$ cat src/verilog/sqr_ctrl_pkg.sv
// Control definitions for the modular squarer
// Cycle state encoding and iteration length

`default_nettype none

package sqr_ctrl_pkg;

   // One-hot cycle states
   typedef enum logic [4:0] {
      IDLE       = 5'b00001,
      SQUARE     = 5'b00010,
      LOOK_LOW   = 5'b00100,
      LOOK_HIGH  = 5'b01000,
      ACCUMULATE = 5'b10000
   } cycle_t;

   localparam int ITER_CYCLES = 4;   // SQUARE through ACCUMULATE

endpackage

`default_nettype wire

$ cat src/verilog/square_sequencer.sv
// Cycle sequencer for the modular squarer
// Start capture, four-cycle iteration loop, strobe decode and valid pulse

`timescale 1ns/1ns
`default_nettype none

module square_sequencer (
   input  logic clk,
   input  logic reset,
   input  logic start,
   output logic load_operand,
   output logic use_input,
   output logic shift_high,
   output logic hold_low,
   output logic write_result,
   output logic valid
);

   sqr_ctrl_pkg::cycle_t state;
   sqr_ctrl_pkg::cycle_t state_next;
   logic                 first_iter;   // Squaring the loaded operand, not sq_out

   always_comb begin
      state_next = state;
      case (state)
         sqr_ctrl_pkg::IDLE:       if (start) state_next = sqr_ctrl_pkg::SQUARE;
         sqr_ctrl_pkg::SQUARE:     state_next = sqr_ctrl_pkg::LOOK_LOW;
         sqr_ctrl_pkg::LOOK_LOW:   state_next = sqr_ctrl_pkg::LOOK_HIGH;
         sqr_ctrl_pkg::LOOK_HIGH:  state_next = sqr_ctrl_pkg::ACCUMULATE;
         sqr_ctrl_pkg::ACCUMULATE: state_next = sqr_ctrl_pkg::SQUARE;
         default:                  state_next = sqr_ctrl_pkg::IDLE;
      endcase
   end

   always_ff @(posedge clk) begin
      if (reset) begin
         state      <= sqr_ctrl_pkg::IDLE;
         valid      <= 1'b0;
         first_iter <= 1'b0;
      end else begin
         state <= state_next;
         valid <= write_result;          // Result lands in sq_out at this edge
         if (load_operand) begin
            first_iter <= 1'b1;
         end else if (write_result) begin
            first_iter <= 1'b0;
         end
      end
   end

   assign load_operand = (state == sqr_ctrl_pkg::IDLE) && start;
   assign use_input    = first_iter;   // Held so the grid keeps the loaded operand
   assign shift_high   = (state == sqr_ctrl_pkg::LOOK_HIGH);
   assign hold_low     = (state == sqr_ctrl_pkg::LOOK_HIGH);
   assign write_result = (state == sqr_ctrl_pkg::ACCUMULATE);

   a_state_legal: assert property (@(posedge clk) disable iff (reset)
      state inside {sqr_ctrl_pkg::IDLE, sqr_ctrl_pkg::SQUARE, sqr_ctrl_pkg::LOOK_LOW,
                    sqr_ctrl_pkg::LOOK_HIGH, sqr_ctrl_pkg::ACCUMULATE});

   // Pulses are spaced one iteration apart
   a_valid_spacing: assert property (@(posedge clk) disable iff (reset)
      valid |=> !valid [*(sqr_ctrl_pkg::ITER_CYCLES - 1)]);

endmodule

`default_nettype wire

$ cat config.mk
export PLATFORM = sky130hd
export DESIGN_NAME = square_sequencer
export DESIGN_NICKNAME = d
export VERILOG_FILES = /design/src/verilog/sqr_ctrl_pkg.sv /design/src/verilog/square_sequencer.sv
export SDC_FILE = /design/constraint.sdc
export NUM_CORES = 1
export LEC_CHECK = 0
export ABC_AREA = 1
export ABC_CLOCK_PERIOD_IN_PS = 3440
export BUFFER_PORTS_ARGS = -buffer_cell sky130_fd_sc_hd__buf_2
export CORE_AREA = 2 2 39 41
export CTS_CLUSTER_DIAMETER = 60
export DETAILED_ROUTE_END_ITERATION = 12
export DIE_AREA = 0 0 41 43
export GPL_TIMING_DRIVEN = 0
export HOLD_SLACK_MARGIN = 0.12
export MAX_ROUTING_LAYER = met4
export PLACE_DENSITY = 0.47
export RECOVER_POWER = 50
export SYNTH_ARGS = -nofsm -noshare
export SYNTH_HDL_FRONTEND = slang
export SYNTH_SLANG_ARGS = --single-unit
$ cat constraint.sdc
create_clock -name clk -period 3.44 [get_ports clk]
set_clock_uncertainty 0.2 [all_clocks]
set_input_delay 0.172 -clock clk [delete_from_list [all_inputs] [get_ports clk]]
set_output_delay 0.172 -clock clk [all_outputs]
set_load 0.02 [all_outputs]
==> results.json <==
{
  "status": "completed",
  "layout-drive-gt1-share_pct": 33.90,
  "cts_tree": "built",
  "dp_slack_ns": 2.104,
  "p_per_area_mw_per_mm2": 526.9,
  "htree_levels": 1,
  "cts_setup_buffers": 0,
  "crit_arrival_ns": 1.34,
  "r2r_slack_ns": 2.08,
  "period_needed_ns": 1.714,
  "antenna_found_initial": 0,
  "path_clk_slew_ns": 0.05,
  "core_mm2": 0.001384,
  "dp_cells": 69,
  "layout_commonest_cell": "nand2_1",
  "end_kind": "output pin",
  "syn_area_um2": 349.1,
  "io_pins": 9,
  "instances_no_fill": 75,
  "slowest_stage": "nor2_1",
  "dieArea_mm2": 0.001763,
  "cp_cell_sequence": "nor2_1 -> nand4_1 -> inv_1 -> buf_2",
  "route.detailed.drc": 0,
  "setup_viol": 0,
  "grtUsageTotal_pct": 9.671,
  "rsz0062_at_grt": "false",
  "initial_utilization_pct": 25.23,
  "p_leak_nw": 0.2175,
  "routed_wl_um": 604,
  "clk_latency_ns": 0.25,
  "cts-hold-fix-buffers": 2,
  "drt-initial-drc-count": 0,
  "portBuffers": 8,
  "syn_to_final_growth_pct": 27.60,
  "max_slew.worst_pin.slew_ns": 0.4323,
  "rows": 14,
  "syn_avg_cell_area_um2": 7.757,
  "yosysUniqueCellTypes": 15,
  "route.vias.total": 299,
  "reg2reg_depth": 6,
  "syn_nets": 48,
  "hold_depth": 2,
  "root_buffer": "clkbuf_4",
  "cp_slowest_stage_delay_ns": 0.36,
  "min_from": "use_input",
  "holdPathEnd": "use_input",
  "crit_cells": 4,
  "r2r_end": "state[0]",
  "die_height_um": 43,
  "critPathMaxFanout": 5,
  "hp-class": "reg -> reg",
  "worst-path-buf-inv": 2,
  "cts-resized-gates": 0,
  "yosysWarnings": 0,
  "fin_crit_sh_pct": 49.82,
  "cts_sinks": 7,
  "grt_pass1_vias": 274,
  "cts-buffers-inserted": 3,
  "grt_max_degree": 7,
  "grt_pass1_wl_um": 1035,
  "power_w": 0.0002347,
  "ir_drop_mv": 0.1602,
  "final_core_util_pct": 32.19,
  "die-width_um": 41,
  "wl_per_cell_um": 8.053,
  "crit_path_start_kind": "flip-flop",
  "path_delay_family": "simple AND/OR/NAND/NOR gates",
  "nets": 63,
  "gp_congestion": 0.6572,
  "clk_path_buf_depth": 2,
  "critPathRequiredTime_ns": 3.07,
  "syn-instance-count": 45,
  "synth.largest_area_cell": "dfxtp_1",
  "hold_viol": 0,
  "first_pass_iters": 1,
  "yosysTopAreaCellShare_pct": 40.14,
  "ys_seq_elements": 7,
  "slew_headroom_pct": 71.07,
  "final_cell_mix": "nand2_1 (9), dfxtp_1 (7), inv_1 (6), buf_2 (6), nor2_1 (5)",
  "finalMaxSlewViolations": 0,
  "fin_tns_setup_ns": 0,
  "timing.rr.start": "state[2]",
  "ys_seq_area_share_pct": 40.14,
  "fin_ws_ns": 1.726,
  "ant_nets": 0,
  "num_antenna_cells": 0,
  "grt_remaining_overflow": 0,
  "drv_cap": 0,
  "hpwlAfterDp_um": 472.4,
  "yosys-top-cells-area": "dfxtp_1 (40%), nand2_1 (9.7%), nor2_4 (9.7%)",
  "viasPerCell": 3.987,
  "max_freq_mhz": 583.5,
  "path_class": "reg -> out"
}
==> worst max path at each step <==
stage / start / endpoint / slack (ns)
finish: state[2] / load_operand / 1.73
global route: state[2] / load_operand / 1.62
CTS: state[1] / shift_high / 1.82
detailed placement: state[1] / shift_high / 2.10
global placement: state[1] / shift_high / 2.12
floorplan: state[1] / shift_high / 1.98
==> cells by family after synthesis <==
| logic type | Yosys count | synth area share (%) |
|---|---|---|
| DFF | 7 | 40.14 |
| buffers and inverters | 11 | 12.90 |
| AOI/OAI and AO/OA | 2 | 3.942 |
| and+or+nand+nor | 25 | 43.01 |
==> worst min-delay path, cell delays in order (launching register included) <==
cell and delay [ns]:
dfxtp_1 0.30, nand2_1 0.06, a21oi_1 0.05
==> per-layer routing <==
| layer | vias up | GRT usage (%) | part of all wire [%] |
|---|---|---|---|
| li1 | 165 | - | - |
| met2 | 9 | 12.50 | 42 |
| met4 | 0 | 10.00 | 3.0 |
| met3 | 2 | 3.141 | 6.6 |
| met1 | 123 | 10.61 | 48 |
| met5 | - | - | 0 |
==> layout make-up <==
class	instances	area [µm²]
buffer	1	7.507
inverter	10	37.54
tap	16	20.02
multi-input combinational	27	156.4
clock buffer	4	26.28
fill	164	938.4
sequential	7	140.1
timing repair buffer	10	57.56
==> power by group <==
part / switching (W) / internal [W]
clock network: 0.0000301 / 0.0000442
logic: 0.0000382 / 0.0000238
registers: 0.00000893 / 0.0000894
total: 0.0000772 / 0.000157
==> sequential cells by signal, indices dropped and copies added (netlist names) <==
register	flops
use_input	1
valid	1
state	5
==> synthesized netlist by cell type <==
cell / count
buf_4: 1
nor3_1: 3
nor2_1: 4
nor2_2: 1
a21oi_1: 1
nand4_1: 2
nand3_1: 1
inv_2: 4
inv_1: 6
nand3_4: 1
nand2_1: 9
dfxtp_1: 7
a21oi_2: 1
nand2_4: 1
nor2_4: 3
==> stage by stage <==
step / area (µm²) / hold slack, ns
2_1_floorplan: 349.1 / 0.04107
3_3_place_gp: 409.1 / 0.2258
3_5_place_dp: 409.1 / 0.2229
4_1_cts: 455.4 / 0.2687
5_1_grt: 445.4 / 0.2837
6_report: 445.4 / 0.2601
(Power assumes the default switching activity.)
