File: src/verilog/sqr_num_pkg.sv
// Number format for the modular squarer
// Word widths, table geometry, the 64-bit modulus and the typedefs
// reduce_entry builds one reduction table row from a column index and an address

`default_nettype none

package sqr_num_pkg;

   localparam int WORD_LEN        = 16;   // Weight step between words
   localparam int BIT_LEN         = 17;   // Stored word, one overlap bit
   localparam int NUM_ELEMENTS    = 6;
   localparam int NONRED_ELEMENTS = 4;
   localparam int GRID_SIZE       = 2 * NUM_ELEMENTS;
   localparam int LOOK_UP_WIDTH   = 8;    // Low byte split point
   localparam int LUT_ADDR_LEN    = 9;
   localparam int LUT_ENTRIES     = 512;
   localparam int ACC_BIT_LEN     = 29;
   localparam int COL_BIT_LEN     = 38;

   // 2^64 - 59
   localparam logic [NONRED_ELEMENTS*WORD_LEN-1:0] MODULUS = 64'hFFFF_FFFF_FFFF_FFC5;

   typedef logic [BIT_LEN-1:0]                  word_t;
   typedef logic [LUT_ADDR_LEN-1:0]             lut_addr_t;
   typedef logic [NONRED_ELEMENTS*WORD_LEN-1:0] lut_entry_t;
   typedef logic [ACC_BIT_LEN-1:0]              acc_t;

   // (addr * 2^(16*col)) mod MODULUS by doubling, one spare bit for the compare
   function automatic lut_entry_t reduce_entry(input int col, input lut_addr_t addr);
      logic [NONRED_ELEMENTS*WORD_LEN:0] w;
      logic [NONRED_ELEMENTS*WORD_LEN:0] r;
      w = 1;
      for (int s = 0; s < col * WORD_LEN; s++) begin
         w = w << 1;
         if (w >= MODULUS) w = w - MODULUS;
      end
      r = '0;
      for (int b = LUT_ADDR_LEN - 1; b >= 0; b--) begin
         r = r << 1;
         if (r >= MODULUS) r = r - MODULUS;
         if (addr[b]) begin
            r = r + w;
            if (r >= MODULUS) r = r - MODULUS;
         end
      end
      return lut_entry_t'(r);
   endfunction

endpackage

`default_nettype wire

File: src/verilog/reduction_accumulator.sv
// Accumulator of the modular squarer
// Holds the low-byte lookup, sums lower grid columns with both lookups,
// partial carry reduction and the sq_out register

`timescale 1ns/1ns
`default_nettype none

module reduction_accumulator (
   input  logic                    clk,
   input  logic                    hold_low,
   input  logic                    write_result,
   input  sqr_num_pkg::word_t      lower_words [sqr_num_pkg::NONRED_ELEMENTS],
   input  sqr_num_pkg::lut_entry_t lut_data    [sqr_num_pkg::GRID_SIZE-sqr_num_pkg::NONRED_ELEMENTS],
   output sqr_num_pkg::word_t      sq_out      [sqr_num_pkg::NUM_ELEMENTS]
);

   sqr_num_pkg::lut_entry_t low_rows [sqr_num_pkg::GRID_SIZE-sqr_num_pkg::NONRED_ELEMENTS];
   sqr_num_pkg::acc_t       acc      [sqr_num_pkg::NONRED_ELEMENTS+1];
   sqr_num_pkg::word_t      reduced  [sqr_num_pkg::NUM_ELEMENTS];

   always_ff @(posedge clk) begin
      if (hold_low) begin
         low_rows <= lut_data;   // Low-byte rows, read one cycle earlier
      end
   end

   always_comb begin : col_acc
      logic [sqr_num_pkg::NONRED_ELEMENTS*sqr_num_pkg::WORD_LEN+sqr_num_pkg::LOOK_UP_WIDTH-1:0]
         shifted;
      for (int k = 0; k < sqr_num_pkg::NONRED_ELEMENTS; k++) begin
         acc[k] = sqr_num_pkg::acc_t'(lower_words[k]);
      end
      acc[sqr_num_pkg::NONRED_ELEMENTS] = '0;   // Collects only the table spill
      for (int r = 0; r < sqr_num_pkg::GRID_SIZE - sqr_num_pkg::NONRED_ELEMENTS; r++) begin
         // High nine bits carry a weight of 2^8
         shifted = {lut_data[r], {sqr_num_pkg::LOOK_UP_WIDTH{1'b0}}};
         for (int k = 0; k < sqr_num_pkg::NONRED_ELEMENTS; k++) begin
            acc[k] = acc[k]
                   + low_rows[r][k*sqr_num_pkg::WORD_LEN +: sqr_num_pkg::WORD_LEN]
                   + shifted[k*sqr_num_pkg::WORD_LEN +: sqr_num_pkg::WORD_LEN];
         end
         acc[sqr_num_pkg::NONRED_ELEMENTS] = acc[sqr_num_pkg::NONRED_ELEMENTS]
            + shifted[sqr_num_pkg::NONRED_ELEMENTS*sqr_num_pkg::WORD_LEN +:
                      sqr_num_pkg::LOOK_UP_WIDTH];   // Spill above bit 63
      end
   end

   always_comb begin
      reduced[0] = sqr_num_pkg::word_t'(acc[0][sqr_num_pkg::WORD_LEN-1:0]);
      for (int k = 1; k < sqr_num_pkg::NUM_ELEMENTS - 1; k++) begin
         reduced[k] = sqr_num_pkg::word_t'(acc[k][sqr_num_pkg::WORD_LEN-1:0])
                    + sqr_num_pkg::word_t'(acc[k-1] >> sqr_num_pkg::WORD_LEN);
      end
      // Top word is just the carry out of word 4
      reduced[sqr_num_pkg::NUM_ELEMENTS-1] = sqr_num_pkg::word_t'(
         acc[sqr_num_pkg::NUM_ELEMENTS-2] >> sqr_num_pkg::WORD_LEN);
   end

   always_ff @(posedge clk) begin
      if (write_result) begin
         sq_out <= reduced;
      end
   end

   for (genvar g = 0; g < sqr_num_pkg::NUM_ELEMENTS; g++) begin : g_chk
      a_out_stable: assert property (@(posedge clk)
         !$stable(sq_out[g]) |-> $past(write_result));
   end

endmodule

`default_nettype wire

File: config.mk
export PLATFORM = sky130hd
export DESIGN_NAME = reduction_accumulator
export DESIGN_NICKNAME = d
export VERILOG_FILES = /design/src/verilog/sqr_num_pkg.sv /design/src/verilog/reduction_accumulator.sv
export SDC_FILE = /design/constraint.sdc
export NUM_CORES = 2
export LEC_CHECK = 0
export ABC_AREA = 1
export BUFFER_PORTS_ARGS = -buffer_cell sky130_fd_sc_hd__clkbuf_2
export CORE_MARGIN = 10
export CORE_UTILIZATION = 35
export DETAILED_ROUTE_END_ITERATION = 12
export SLEW_MARGIN = 10
export SYNTH_ARGS = -nofsm -noshare
export SYNTH_HDL_FRONTEND = slang
export SYNTH_SLANG_ARGS = --single-unit
File: constraint.sdc
create_clock -name clk -period 25.8 [get_ports clk]
set_input_delay 5.16 -clock clk [delete_from_list [all_inputs] [get_ports clk]]
set_output_delay 5.16 -clock clk [all_outputs]
set_load 0.05 [all_outputs]
==> metrics.cfg <==
[logic_synthesis]
synth_top_area_frac=0.393
yosysWarnings=0
yosysSeqAreaShare=0.371
syn_area_um2=47800
synth_cell_types=41
synth.avg_cell_area_um2=12.2
syn-instance-count=3911
synth_seq_cells=591
synth_area_leaders=fa_1 39%, edfxtp_1 37%, inv_1 12%
yosysTopAreaCell=fa_1

[final_layout]
area_growth_pct=16.9
nFillCells=12919
final_core_util=0.412
ff_latch_area_um2=17700
final_nets=6334
drive_gt1_frac=0.177
design_area_um2=55900
multiInputGateArea_um2=24400

[timing]
final_hold_viol_count=0
worst_pin_slew_ns=1.08
drv_slew=0
setup_violations=0
fmax_mhz=74.8
relSlewSlack=0.277
grt_setup_unrepaired=false
whs_ns=0.739
period_share=0.518
fin_setup_tns_ns=0
layout_min_cycle_time_ns=13.37
skew_ns=0.0180

[outcome]
outcome=complete, no violations

[die]
io_pins=685
dieWidth_um=390
core-area_um2=136000
fp.dieH_um=390
fp-row-count=135
die_area_um2=152000
start_util=0.353

[drt]
drc=0
vias=28366
dr.first_iter.drc_count=1468
drtPass1Iterations=5
routedWlPerCell_um=20.1
drt_wl_total_mm=131
via_per_inst=4.35
detail-route-antenna-nets=0

[worst_hold_path]
min_to=sq_out[85]
hp-start=low_rows[448]
hold_class=flop to flop
whs_path_depth=2

[cts]
cts_root_buf=clkbuf_16
clock_latency_ns=0.68
htree_levels=3
cts-resized-gates=0
numCtsBuffers=77
clk_pin_slew_ns=0.05
cts_tree=yes
clk_path_buf_depth=3
clkSinkCount=591
cts_setup_buffers=0
postCtsHoldBufs=0

[grt]
grt.total_usage=0.176
grt_pass1_vias=32544
grt_max_degree=94
antenna_found_initial=33
grt_pass1_wl_mm=199
overflow=0

[placed_design]
place_congestion=0.883
placed_cell_area_um2=53300
dp_hpwl_mm=115
port_buffers=661

[setup_path]
start_kind=primary input
crit_required_ns=26.21
r2r_end=sq_out[25]
crit_slowest_cell=fa_1
path_max_fanout=4
r2r_start=low_rows[241]
r2r_slack_ns=16.54
reg2reg_depth=32
slowest_delay_ns=0.60
endpoint_kind=flop
worstSetupPathType=primary input to flop
critPathArrivalTime_ns=13.78
cpMostUsedCell=fa_1

[run]
drv_cap=0

[Yosys cell counts]
| cell type | count |
|---|---|
| inv_1 | 1490 |
| fa_1 | 940 |
| edfxtp_1 | 591 |
| nand2_1 | 318 |
| ha_1 | 155 |
| nand3_1 | 83 |
| nor2_1 | 58 |
| a21oi_1 | 56 |
| xor2_1 | 48 |
| nand2_2 | 28 |
| nand4_1 | 25 |
| buf_4 | 24 |
| xnor2_1 | 16 |
| o21ai_0 | 15 |
| nor2_2 | 9 |
| o21bai_1 | 6 |
| a21o_1 | 4 |
| inv_2 | 4 |
| nand3_2 | 4 |
| nor2_4 | 4 |
| nor3_1 | 4 |
| a211oi_1 | 3 |
| nand3b_1 | 3 |
| o21ai_1 | 3 |
| a21boi_1 | 2 |
| nor3_2 | 2 |
| or2_1 | 2 |
| a21boi_0 | 1 |
| a221oi_1 | 1 |
| a31oi_1 | 1 |
| and2_0 | 1 |
| conb_1 | 1 |
| nand2_4 | 1 |
| nand3_4 | 1 |
| nand4_2 | 1 |
| o211ai_1 | 1 |
| o21a_1 | 1 |
| o21ai_2 | 1 |
| o21ai_4 | 1 |
| o21bai_2 | 1 |
| or2_2 | 1 |
[cells in the final DEF (no fill, tap or decap), types with 5 or more instances in the layout]
cell type	netlist	layout
clkinv_1	0	14
buf_4	24	8
clkbuf_16	0	80
conb_1	1	23
clkbuf_2	0	659
nand2_1	318	318
diode_2	0	18
nand4_1	25	25
nor2_2	9	9
inv_6	0	7
edfxtp_1	591	591
ha_1	155	155
clkbuf_1	0	15
xnor2_1	16	16
fa_1	940	940
xor2_1	48	48
nand3_1	83	83
clkinvlp_4	0	5
nor2_1	58	58
a21oi_1	56	56
o21bai_1	6	6
nand2_2	28	28
clkinv_2	0	6
o21ai_0	15	15
bufinv_16	0	8
inv_1	1490	1490
[stage by stage]
stage / cells / setup slack (ns)
global placement: 6358 / 11.72
detailed placement: 6358 / 11.66
finish: 6516 / 12.43
floorplan: 3933 / 12.58
CTS: 6498 / 12.42
global route: 6515 / 12.08
[cell families after synthesis]
kind of cell,count (synthesis),synth area share
flip-flops,591,0.371
XOR/XNOR,64,0.0117
AO/OA/AOI/OAI,97,0.0116
adder cells (fa/ha/maj),1095,0.434
AND/OR/NAND/NOR,545,0.0508
other,1,0.0000784
buffers and inverters,1518,0.121
[critical path, delay by kind of cell]
kind,cells,cell delay [ns]
AO/OA/AOI/OAI,4,0.70
buffers and inverters,7,0.39
XOR/XNOR,2,0.36
AND/OR/NAND/NOR,6,0.75
adder cells (fa/ha/maj),14,6.39
[sequential cells by signal (all words and copies together), names as in the netlist]
name and count:
sq_out 79, low_rows 512
[area by class of cell]
class / instances / area share
Multi-Input combinational cell: 1824 / 0.436
Sequential cell: 591 / 0.317
Inverter: 1494 / 0.100
Timing Repair Buffer: 668 / 0.0603
Tap cell: 1781 / 0.0398
Clock buffer: 95 / 0.0368
Clock inverter: 45 / 0.00850
Antenna cell: 18 / 0.000805
[routing by layer]
metal,up-vias,share of wire,GRT usage
met1,14461,0.38,0.210
met4,26,0.026,0.0513
li1,12829,-,-
met2,870,0.52,0.315
met3,180,0.066,0.0417
met5,-,0.0012,0
[worst max path at each step]
stage	cells after the start	slack, ns	to	start
after global placement	33	11.72	sq_out[25]	lut_data[170]
final	33	12.43	sq_out[25]	lut_data[170]
after detailed placement	33	11.66	sq_out[25]	lut_data[170]
after floorplan	32	12.58	sq_out[25]	lut_data[170]
after global routing	33	12.08	sq_out[25]	lut_data[170]
after CTS	33	12.42	sq_out[25]	lut_data[170]
Power is not shown: default switching activity piles up to over one toggle a cycle in this logic, so the estimate is an artifact.
